File: src/led_status_settings.svh
`ifndef LED_STATUS_SETTINGS_SVH
`define LED_STATUS_SETTINGS_SVH

// quiet cycles before a link signal counts as settled
`define FLAP_COOLOFF_CYCLES 32'd20

// cycles between blink phase toggles
`define BLINK_HALF_PERIOD 32'd4

// fibre channel ports on the card
`define NUM_PORTS 4

// management bus
`define AXI_ADDR_WIDTH 4
`define AXI_DATA_WIDTH 32
`define AXI_STRB_WIDTH (`AXI_DATA_WIDTH / 8)

`endif
File: src/led_status_pkg.sv
`default_nettype none

`include "led_status_settings.svh"

package led_status_pkg;

  typedef enum logic {
    STABLE   = 1'b0,
    FLAPPING = 1'b1
  } flap_state_e;

  typedef enum logic [1:0] {
    WR_IDLE = 2'd0,
    WR_DATA = 2'd1, // one of aw/w taken, waiting for the other
    WR_RESP = 2'd2
  } axi_wr_state_e;

  typedef enum logic {
    RD_IDLE = 1'b0,
    RD_RESP = 1'b1
  } axi_rd_state_e;

  typedef enum logic [3:0] {
    REG_STATUS  = 4'h0,
    REG_CONTROL = 4'h4
  } reg_addr_e;

  typedef enum logic [1:0] {
    RESP_OKAY   = 2'b00,
    RESP_SLVERR = 2'b10
  } axi_resp_e;

  localparam int STATUS_PAD_W = `AXI_DATA_WIDTH - 1 - 4 * `NUM_PORTS;

  // msb first, aligned lands in bits 3:0
  typedef struct packed {
    logic [STATUS_PAD_W-1:0] pad;
    logic                    reconfig_busy;
    logic [`NUM_PORTS-1:0]   active_flap;
    logic [`NUM_PORTS-1:0]   aligned_flap;
    logic [`NUM_PORTS-1:0]   active;
    logic [`NUM_PORTS-1:0]   aligned;
  } status_reg_t;

  typedef struct packed {
    logic [`AXI_DATA_WIDTH-3:0] pad;
    logic                       blink_disable; // bit 1
    logic                       lamp_test;     // bit 0
  } control_reg_t;

endpackage

`default_nettype wire

File: src/port_status_if.sv
`default_nettype none
`timescale 1ns/10ps

`include "led_status_settings.svh"

interface port_status_if;

  logic [`NUM_PORTS-1:0] aligned;      // synchronized levels
  logic [`NUM_PORTS-1:0] active;
  logic [`NUM_PORTS-1:0] aligned_flap; // one bit per flap detector
  logic [`NUM_PORTS-1:0] active_flap;

  modport sync (output aligned, output active);

  modport detect (
    input  aligned,
    input  active,
    output aligned_flap,
    output active_flap
  );

  modport sink (input aligned, input active, input aligned_flap, input active_flap);

endinterface

`default_nettype wire

File: src/led_status_top.sv
`default_nettype none
`timescale 1ns/10ps

`include "led_status_settings.svh"

module led_status_top (
  input  wire                        clk,
  input  wire                        rst,
  input  wire [`NUM_PORTS-1:0]       aligned_raw,
  input  wire [`NUM_PORTS-1:0]       active_raw,
  input  wire                        reconfig_busy_raw,
  input  wire [`AXI_ADDR_WIDTH-1:0]  awaddr,
  input  wire                        awvalid,
  output logic                       awready,
  input  wire [`AXI_DATA_WIDTH-1:0]  wdata,
  input  wire [`AXI_STRB_WIDTH-1:0]  wstrb,
  input  wire                        wvalid,
  output logic                       wready,
  output logic [1:0]                 bresp,
  output logic                       bvalid,
  input  wire                        bready,
  input  wire [`AXI_ADDR_WIDTH-1:0]  araddr,
  input  wire                        arvalid,
  output logic                       arready,
  output logic [`AXI_DATA_WIDTH-1:0] rdata,
  output logic [1:0]                 rresp,
  output logic                       rvalid,
  input  wire                        rready,
  output logic [`NUM_PORTS-1:0]      led_board,
  output logic [`NUM_PORTS-1:0]      led_bracket,
  output logic [1:0]                 led_rj45
);

  import led_status_pkg::*;

  logic         reconfig_busy;
  control_reg_t control;

  port_status_if status ();

  link_sync i_link_sync (
    .clk               (clk),
    .rst               (rst),
    .aligned_raw       (aligned_raw),
    .active_raw        (active_raw),
    .reconfig_busy_raw (reconfig_busy_raw),
    .status            (status),
    .reconfig_busy     (reconfig_busy)
  );

  // lower half watches aligned, upper half watches active
  for (genvar g = 0; g < 2 * `NUM_PORTS; g++) begin : g_flap
    if (g < `NUM_PORTS) begin : g_aligned
      flap_detect i_flap_detect (
        .clk   (clk),
        .rst   (rst),
        .level (status.aligned[g]),
        .flap  (status.aligned_flap[g])
      );
    end else begin : g_active
      flap_detect i_flap_detect (
        .clk   (clk),
        .rst   (rst),
        .level (status.active[g - `NUM_PORTS]),
        .flap  (status.active_flap[g - `NUM_PORTS])
      );
    end
  end

  led_status_regs i_led_status_regs (
    .clk, .rst,
    .awaddr, .awvalid, .awready,
    .wdata, .wstrb, .wvalid, .wready,
    .bresp, .bvalid, .bready,
    .araddr, .arvalid, .arready,
    .rdata, .rresp, .rvalid, .rready,
    .status        (status),
    .reconfig_busy (reconfig_busy),
    .control       (control)
  );

  led_driver i_led_driver (
    .clk           (clk),
    .rst           (rst),
    .status        (status),
    .control       (control),
    .reconfig_busy (reconfig_busy),
    .led_board     (led_board),
    .led_bracket   (led_bracket),
    .led_rj45      (led_rj45)
  );

endmodule

`default_nettype wire

File: src/led_status_regs.sv
`default_nettype none
`timescale 1ns/10ps

`include "led_status_settings.svh"

module led_status_regs (
  input  wire                        clk,
  input  wire                        rst,
  input  wire [`AXI_ADDR_WIDTH-1:0]  awaddr,
  input  wire                        awvalid,
  output logic                       awready,
  input  wire [`AXI_DATA_WIDTH-1:0]  wdata,
  input  wire [`AXI_STRB_WIDTH-1:0]  wstrb,
  input  wire                        wvalid,
  output logic                       wready,
  output logic [1:0]                 bresp,
  output logic                       bvalid,
  input  wire                        bready,
  input  wire [`AXI_ADDR_WIDTH-1:0]  araddr,
  input  wire                        arvalid,
  output logic                       arready,
  output logic [`AXI_DATA_WIDTH-1:0] rdata,
  output logic [1:0]                 rresp,
  output logic                       rvalid,
  input  wire                        rready,
  port_status_if.sink                status,
  input  wire                        reconfig_busy,
  output led_status_pkg::control_reg_t control
);

  import led_status_pkg::*;

  axi_wr_state_e              wr_state;
  axi_rd_state_e              rd_state;
  logic                       aw_got;   // address held, data still missing
  logic                       w_got;    // data held, address still missing
  logic [`AXI_ADDR_WIDTH-1:0] awaddr_q;
  logic [`AXI_DATA_WIDTH-1:0] wdata_q;
  logic                       wstrb0_q;
  logic                       aw_hs;
  logic                       w_hs;
  logic                       wr_go;
  logic [`AXI_ADDR_WIDTH-1:0] wr_addr;
  logic [`AXI_DATA_WIDTH-1:0] wr_data;
  logic                       wr_strb0;
  status_reg_t                status_word;

  assign awready = (wr_state == WR_IDLE) || (wr_state == WR_DATA && !aw_got);
  assign wready  = (wr_state == WR_IDLE) || (wr_state == WR_DATA && !w_got);
  assign bvalid  = (wr_state == WR_RESP);
  assign aw_hs   = awvalid && awready;
  assign w_hs    = wvalid && wready;
  assign wr_go   = (aw_hs || aw_got) && (w_hs || w_got); // both halves in hand

  // take whichever half arrives this cycle, else the held copy
  assign wr_addr  = aw_hs ? awaddr : awaddr_q;
  assign wr_data  = w_hs ? wdata : wdata_q;
  assign wr_strb0 = w_hs ? wstrb[0] : wstrb0_q;

  always_ff @(posedge clk) begin
    if (aw_hs) begin
      awaddr_q <= awaddr;
    end
    if (w_hs) begin
      wdata_q  <= wdata;
      wstrb0_q <= wstrb[0];
    end
  end

  always_ff @(posedge clk) begin
    if (rst) begin
      wr_state <= WR_IDLE;
      aw_got   <= 1'b0;
      w_got    <= 1'b0;
      bresp    <= RESP_OKAY;
      control  <= '0;
    end else begin
      case (wr_state)
        WR_IDLE, WR_DATA: begin
          if (wr_go) begin
            wr_state <= WR_RESP;
            aw_got   <= 1'b0;
            w_got    <= 1'b0;
            case (reg_addr_e'(wr_addr))
              REG_CONTROL: begin
                if (wr_strb0) begin // only byte 0 carries fields
                  control.lamp_test     <= wr_data[0];
                  control.blink_disable <= wr_data[1];
                end
                bresp <= RESP_OKAY;
              end
              default: bresp <= RESP_SLVERR; // status is read only
            endcase
          end else if (aw_hs || w_hs) begin
            wr_state <= WR_DATA;
            aw_got   <= aw_got || aw_hs;
            w_got    <= w_got || w_hs;
          end
        end
        WR_RESP: begin
          if (bready) begin
            wr_state <= WR_IDLE;
          end
        end
        default: wr_state <= WR_IDLE;
      endcase
    end
  end

  always_comb begin
    status_word               = '0;
    status_word.aligned       = status.aligned;
    status_word.active        = status.active;
    status_word.aligned_flap  = status.aligned_flap;
    status_word.active_flap   = status.active_flap;
    status_word.reconfig_busy = reconfig_busy;
  end

  assign arready = (rd_state == RD_IDLE);
  assign rvalid  = (rd_state == RD_RESP);

  always_ff @(posedge clk) begin
    if (rst) begin
      rd_state <= RD_IDLE;
      rresp    <= RESP_OKAY;
    end else begin
      case (rd_state)
        RD_IDLE: begin
          if (arvalid) begin
            rd_state <= RD_RESP;
            case (reg_addr_e'(araddr))
              REG_STATUS, REG_CONTROL: rresp <= RESP_OKAY;
              default:                 rresp <= RESP_SLVERR;
            endcase
          end
        end
        RD_RESP: begin
          if (rready) begin
            rd_state <= RD_IDLE;
          end
        end
        default: rd_state <= RD_IDLE;
      endcase
    end
  end

  // status sampled live at the ar transfer
  always_ff @(posedge clk) begin
    if (arvalid && arready) begin
      case (reg_addr_e'(araddr))
        REG_STATUS:  rdata <= status_word;
        REG_CONTROL: rdata <= control;
        default:     rdata <= '0;
      endcase
    end
  end

endmodule

`default_nettype wire

File: src/led_driver.sv
`default_nettype none
`timescale 1ns/10ps

`include "led_status_settings.svh"

module led_driver (
  input  wire                          clk,
  input  wire                          rst,
  port_status_if.sink                  status,
  input  wire led_status_pkg::control_reg_t control,
  input  wire                          reconfig_busy,
  output logic [`NUM_PORTS-1:0]        led_board,
  output logic [`NUM_PORTS-1:0]        led_bracket,
  output logic [1:0]                   led_rj45
);

  logic [31:0]             blink_cnt;
  logic                    blink;
  logic [2*`NUM_PORTS-1:0] level;
  logic [2*`NUM_PORTS-1:0] flap;
  logic [2*`NUM_PORTS-1:0] lamp_on; // active high, before pin inversion

  assign level = {status.active, status.aligned};
  assign flap  = {status.active_flap, status.aligned_flap};

  // free-running blink phase shared by all lamps
  always_ff @(posedge clk) begin
    if (rst) begin
      blink_cnt <= '0;
      blink     <= 1'b0;
    end else if (blink_cnt == `BLINK_HALF_PERIOD - 32'd1) begin
      blink_cnt <= '0;
      blink     <= ~blink;
    end else begin
      blink_cnt <= blink_cnt + 32'd1;
    end
  end

  always_comb begin
    for (int i = 0; i < 2 * `NUM_PORTS; i++) begin
      if (control.lamp_test) begin
        lamp_on[i] = 1'b1;
      end else if (flap[i] && !control.blink_disable) begin
        lamp_on[i] = blink;
      end else begin
        lamp_on[i] = level[i];
      end
    end
  end

  always_ff @(posedge clk) begin
    if (rst) begin
      led_board   <= '1; // all off
      led_bracket <= '1;
      led_rj45    <= '1;
    end else begin
      led_board   <= ~lamp_on[`NUM_PORTS-1:0];
      led_bracket <= ~lamp_on[2*`NUM_PORTS-1:`NUM_PORTS];
      led_rj45[0] <= ~(reconfig_busy || control.lamp_test);
      led_rj45[1] <= ~control.lamp_test; // otherwise unused on the card
    end
  end

endmodule

`default_nettype wire

File: src/flap_detect.sv
`default_nettype none
`timescale 1ns/10ps

`include "led_status_settings.svh"

module flap_detect #(
  parameter int unsigned COOLOFF = `FLAP_COOLOFF_CYCLES
) (
  input  wire  clk,
  input  wire  rst,
  input  wire  level,
  output logic flap
);

  import led_status_pkg::*;

  flap_state_e state;
  logic        level_q;  // previous level for edge detect
  logic [31:0] count;    // quiet cycles left
  logic        change;

  assign change = level ^ level_q;

  always_ff @(posedge clk) begin
    if (rst) begin
      state   <= STABLE;
      level_q <= 1'b0;
      count   <= '0;
    end else begin
      level_q <= level;
      if (change) begin
        state <= FLAPPING;
        count <= 32'(COOLOFF - 1); // flag spans exactly COOLOFF cycles
      end else if (state == FLAPPING) begin
        if (count == '0) begin
          state <= STABLE;
        end else begin
          count <= count - 32'd1;
        end
      end
    end
  end

  assign flap = (state == FLAPPING);

endmodule

`default_nettype wire

File: src/link_sync.sv
`default_nettype none
`timescale 1ns/10ps

`include "led_status_settings.svh"

module link_sync (
  input  wire                  clk,
  input  wire                  rst,
  input  wire [`NUM_PORTS-1:0] aligned_raw,
  input  wire [`NUM_PORTS-1:0] active_raw,
  input  wire                  reconfig_busy_raw,
  port_status_if.sync          status,
  output logic                 reconfig_busy
);

  logic [`NUM_PORTS-1:0] aligned_meta; // first stage, may go metastable
  logic [`NUM_PORTS-1:0] active_meta;
  logic                  busy_meta;

  always_ff @(posedge clk) begin
    if (rst) begin
      aligned_meta   <= '0;
      active_meta    <= '0;
      busy_meta      <= 1'b0;
      status.aligned <= '0;
      status.active  <= '0;
      reconfig_busy  <= 1'b0;
    end else begin
      aligned_meta   <= aligned_raw;
      active_meta    <= active_raw;
      busy_meta      <= reconfig_busy_raw;
      status.aligned <= aligned_meta; // second stage
      status.active  <= active_meta;
      reconfig_busy  <= busy_meta;
    end
  end

endmodule

`default_nettype wire

File: config.mk
export PLATFORM = sky130hd
export DESIGN_NAME = led_status_top
export DESIGN_NICKNAME = d
export VERILOG_FILES = /design/src/led_status_pkg.sv /design/src/port_status_if.sv /design/src/led_status_top.sv /design/src/led_status_regs.sv /design/src/led_driver.sv /design/src/flap_detect.sv /design/src/link_sync.sv
export VERILOG_INCLUDE_DIRS = /design/src
export SDC_FILE = /design/constraint.sdc
export NUM_CORES = 1
export LEC_CHECK = 0
export BUFFER_PORTS_ARGS = -buffer_cell sky130_fd_sc_hd__buf_2
export CAP_MARGIN = 20
export CORE_UTILIZATION = 31
export CTS_BUF_LIST = sky130_fd_sc_hd__clkbuf_4 sky130_fd_sc_hd__clkbuf_8 sky130_fd_sc_hd__clkbuf_16
export DETAILED_ROUTE_END_ITERATION = 8
export PLACE_DENSITY = 0.48
export SLEW_MARGIN = 20
export SYNTH_ARGS = -nofsm -noshare
export SYNTH_HDL_FRONTEND = slang
export SYNTH_HIERARCHICAL = 1
export SYNTH_SLANG_ARGS = --single-unit
File: constraint.sdc
create_clock -name clk -period 3.1 [get_ports clk]
set_input_delay 0.31 -clock clk [delete_from_list [all_inputs] [get_ports clk]]
set_output_delay 0.31 -clock clk [all_outputs]
set_load 0.05 [all_outputs]
==> results of run 1 <==
[where the power goes]
group | leakage [uW] | total (uW) | internal, uW | switching [uW]
clock network | 0.000762 | 5340 | 3210 | 2120
logic | 0.00378 | 5430 | 1960 | 3470
registers | 0.00300 | 5650 | 5200 | 447
total | 0.00754 | 16400 | 10400 | 6040
[per-stage QoR]
step / instances / power (uW)
6_report: 2756 / 16400
5_1_grt: 2756 / 17500
4_1_cts: 2756 / 16700
3_5_place_dp: 2656 / 11100
3_3_place_gp: 2656 / 11000
2_1_floorplan: 1914 / 10000
[cell type report]
cell class | instances | area, sq um
clock inverter | 21 | 186
timing repair buffer | 134 | 903
multi-input combinational | 1388 | 9200
fill | 5691 | 35100
sequential | 366 | 7500
tap | 748 | 936
inverter | 38 | 143
clock buffer | 61 | 1320
[worst max-delay path, delay by kind of cell (launching register included)]
kind / cells / cell delay, ns
AO/OA/AOI/OAI: 1 / 0.50
buffers and inverters: 1 / 0.25
multiplexers: 1 / 0.12
AND/OR/NAND/NOR: 3 / 1.40
flip-flops: 1 / 0.35
[layer usage]
metal / global-route usage / up-vias / routed length, microns
met5: 0 / - / 0
met3: 0.0240 / 67 / 1450
li1: - / 7335 / -
met4: 0.0550 / 0 / 1220
met2: 0.230 / 180 / 18100
met1: 0.202 / 6853 / 20900
[sequential cells by signal, summed over array words and instances (netlist names), 4 cells and up]
signal                                  flops
g_flap.g_active.i_flap_detect/count       128
g_flap.g_aligned.i_flap_detect/flap         4
i_led_driver/led_bracket                    4
g_flap.g_aligned.i_flap_detect/level_q      4
i_led_driver/blink_cnt                     32
i_link_sync/status.active                   4
i_link_sync/active_meta                     4
i_link_sync/status.aligned                  4
g_flap.g_active.i_flap_detect/flap          4
i_led_status_regs/rdata                    17
g_flap.g_aligned.i_flap_detect/count      128
i_link_sync/aligned_meta                    4
g_flap.g_active.i_flap_detect/level_q       4
i_led_driver/led_board                      4
i_led_status_regs/awaddr_q                  4
[path summary, 6_finish.rpt]
check / to / slack (ns) / cells after the start
setup / recovery: g_flap[7].g_active.i_flap_detect/count[25] / 0.36 / 6
hold / removal: i_led_status_regs/wr_state[0] / 0.11 / 4
setup reg to reg: g_flap[7].g_active.i_flap_detect/count[25] / 0.36 / 6
hold reg to reg: i_link_sync/status.active[1] / 0.43 / 1
[what timing repair did]
item / CTS / global route
resized for setup: 0 / 0
endpoints found under the hold margin: 17 / 0
hold buffers: 18 / 0
==> run metrics, run 1 <==
commonest cells after routing, fill and taps aside=dfxtp_1, a21oi_1, or3_1, or4_1, nor2_1; Final Util=0.365; Max VDD drop=0.000407 V; routed len/inst=15.1 microns; Syn Inst Count=1898; vias in the first global route=13800; worst slew pin tran=0.905 ns; critical path cell sequence=or4_1 > or4_1 > o31ai_2 > buf_4 > nor4_1 > mux2i_1; fmax=0.365 GHz; Clk Tree Root Cell=clkbuf_16; post-CTS setup repair buffer count=0; clk buf depth=3; power per cell area=813 nW/um^2; proportion of layout cells with a drive suffix above 1=0.149; hold_ws=0.113 ns; routed via count=14400; slew margin rel.=0.396; Buffers on Ports=60; critical path peak fanout=9; vias per inst=5.24; Final Critical Period=2.74 ns; Die Y=239 microns; pre-CTS WS=0.394 ns; WL final=41.6 mm; MaxCap Viol Count=0; CTS tree=built; Detailed Route Iter0 Violations=698; slowest CP cell=or4_1; GRT Residual Overflow=0; Final ANT Viol Nets=0; Setup WS post-layout=0.361 ns; Mapped Area=17400 sq um; status=complete, no violations; CP peak stage delay=0.68 ns; Detail Placement HPWL=28.0 mm; Rows=86; final hold violation count=0; first-pass GRT wire length=70.0 mm; DRT Pass-1 Iters=5; H-Tree Depth=2; area grow syn2layout=15.7%; CP startpoint kind=flop; DRC viols=0; final slew viol count=0; crit share post-route=0.884; initial core utilization=0.315; global placer's final weighted congestion=0.784; clock sink count=366; clock slew at reported path FFs=0.06 ns; Yosys Warn Count=6; Required @ worst endpoint=3.54 ns; CP Data Arrival Time=3.17 ns; commonest non-fill, non-tap cell in the layout=dfxtp_1; Final Net Count=2041; RSZ-0062 raised after global routing=no; Leak=0.00754 uW; CTS buffer count=44; worst min-delay path class=in -> reg; Tot GR Track Use=0.147; die span in x=239 microns; antenna violations before repair=1; hold path start=awvalid; Setup crit start=g_flap[7].g_active.i_flap_detect/count[23]; Setup TNS=0 ns; Core ar.=55300 sq um; largest net degree at the start of global routing=49; most used cell, CP=or4_1; Synth Area per Inst=9.19 sq um; DP Area=18500 sq um; worst clock skew=0.0244 ns; n_diodes=0; die area=57200 sq um; Worst setup EP type=flop; Setup-failing EPs final=0; Worst Path Class, Setup=reg -> reg; worst-skew pair later-pin latency=0.58 ns; I/O pin count=111; fin area=20200 sq um; reg-to-reg startpoint=g_flap[7].g_active.i_flap_detect/count[23]
Note: power is estimated with default switching activity, not from simulation.
==> run 2: changes to the inputs <==
--- a/config.mk
+++ b/config.mk
@@ -9,7 +9,9 @@
 export BUFFER_PORTS_ARGS = -buffer_cell sky130_fd_sc_hd__buf_2
 export CAP_MARGIN = 20
 export CORE_UTILIZATION = 31
-export CTS_BUF_LIST = sky130_fd_sc_hd__clkbuf_4 sky130_fd_sc_hd__clkbuf_8 sky130_fd_sc_hd__clkbuf_16
+export CTS_BUF_LIST = sky130_fd_sc_hd__clkbuf_8
+export CTS_CLUSTER_DIAMETER = 50
+export CTS_CLUSTER_SIZE = 24
 export DETAILED_ROUTE_END_ITERATION = 8
 export PLACE_DENSITY = 0.48
 export SLEW_MARGIN = 20
==> run 2 against run 1 <==
- flip-flop and latch count unchanged
- critical path depth unchanged
- cell count is 0.58% higher
- power decreased by 4.9%
==> run metrics, run 2 (synthesis results as in run 1) <==
area grow syn2layout=14.4%; worst min-delay path class=in -> reg; Rows=86; initial core utilization=0.315; Combinational Power Share=0.348; GRT Residual Overflow=0; Overall Power=15600 uW; antenna violations before repair=2; H-Tree Depth=2; Largest delay share family, worst path=simple AND/OR/NAND/NOR gates; Detailed Route Iter0 Violations=659; RSZ-0062 raised after global routing=no; Worst setup EP type=flop; Worst Path Class, Setup=reg -> reg; Sw Pwr=6110 uW; Resized cells post-CTS=0; critical path cell sequence=or4_1 > or4_1 > o31ai_2 > buf_4 > nor4_1 > mux2i_1; Final Critical Period=2.76 ns; Core ar.=55300 sq um; worst clock skew=0.0243 ns; post-CTS setup repair buffer count=0; Final Net Count=2052; slew margin rel.=0.423; DRT Pass-1 Iters=5; proportion of layout cells with a drive suffix above 1=0.154; switching share of power=0.391; fin area=20000 sq um; Clock Power Share=0.290; vias in the first global route=13900; global placer's final weighted congestion=0.784; share of total power in sequential cells=0.362; clk buf depth=3; DRC viols=0; power per cell area=782 nW/um^2; routed via count=14500; die span in x=239 microns; most used cell, CP=or4_1; final slew viol count=0; status=complete, no violations; fmax=0.363 GHz; Final ANT Viol Nets=0; largest net degree at the start of global routing=49; routed len/inst=15.0 microns; worst slew pin tran=0.865 ns; commonest non-fill, non-tap cell in the layout=dfxtp_1; CP Data Arrival Time=3.27 ns; slowest CP cell=or4_1; Top Registers=g_flap.g_aligned.i_flap_detect/count: 128 flops, g_flap.g_active.i_flap_detect/count: 128 flops, i_led_driver/blink_cnt: 32 flops; clock slew at reported path FFs=0.09 ns; clock sink count=366; DP Area=18500 sq um; MaxCap Viol Count=0; CTS tree=built; I/O pin count=111; first-pass GRT wire length=70.1 mm; crit share post-route=0.889; Detail Placement HPWL=28.0 mm; Tot GR Track Use=0.147; Max VDD drop=0.000368 V; Buffers on Ports=60; hold bufs inserted after CTS=23; vias per inst=5.22; WL final=41.6 mm; Clk Tree Root Cell=clkbuf_8; Die Y=239 microns; final hold violation count=0; critical path peak fanout=9; P_int=9500 uW; die area=57200 sq um; Worst Path Buf+Inv=1; Setup-failing EPs final=0; CP startpoint kind=flop; CTS buffer count=50; Leak=0.00742 uW; worst-skew pair later-pin latency=0.65 ns; commonest cells after routing, fill and taps aside=dfxtp_1, a21oi_1, or3_1, or4_1, nor2_1; CP peak stage delay=0.74 ns; Setup TNS=0 ns; Required @ worst endpoint=3.62 ns
==> run 2: cell count changes in the layout (fill, tap and decap cells not counted), sizes merged <==
cell,delta
dlygate4sd3,+5
clkinv,-2
bufinv,+4
inv,+10
clkinvlp,+4
clkbuf,-6
diode,+1
==> run 2: area by class of cell <==
class,instances,area (sq um)
clock inverters,37,467
fillers,5723,35400
flip-flops and latches,366,7500
multi-input cells,1388,9200
inverters,38,143
repair buffers,139,953
diodes,1,2.50
well taps,748,936
clock buffers,55,757
==> run 2: per-stage QoR <==
stage | hold slack (ns) | setup WS (ns) | std cells | util
2_1_floorplan | 0.379 | 0.602 | 1914 | -
3_3_place_gp | 0.417 | 0.426 | 2656 | 0.334
3_5_place_dp | 0.421 | 0.394 | 2656 | 0.334
4_1_cts | 0.0109 | 0.354 | 2771 | 0.361
5_1_grt | 0.0406 | 0.165 | 2772 | 0.361
6_report | 0.0750 | 0.344 | 2772 | 0.361
==> run 2: final timing paths <==
check	startpoint	endpoint	slack, ns	depth (start not counted)
max reg2reg	g_flap[7].g_active.i_flap_detect/count[27]	g_flap[7].g_active.i_flap_detect/count[25]	0.34	6
min reg2reg	i_link_sync/aligned_meta[3]	i_link_sync/status.aligned[3]	0.44	1
min	arvalid	i_led_status_regs/rdata[6]	0.07	2
max	g_flap[7].g_active.i_flap_detect/count[27]	g_flap[7].g_active.i_flap_detect/count[25]	0.34	6
==> run 2: power groups by stage <==
| stage | clock (uW) | sequential, uW | combinational [uW] |
|---|---|---|---|
| CTS | 4730 | 5640 | 5460 |
| global route | 4930 | 5730 | 6090 |
| finish | 4530 | 5640 | 5430 |
| detailed placement | 0 | 5750 | 5400 |
| floorplan | 0 | 5680 | 4340 |
| global placement | 0 | 5730 | 5300 |
==> run 2: routing by layer <==
metal / wire [microns] / share of wire / track usage
met5: 0 / 0 / 0
met4: 1010 / 0.024 / 0.0491
met3: 1370 / 0.033 / 0.0255
met2: 18400 / 0.44 / 0.232
met1: 20800 / 0.50 / 0.200
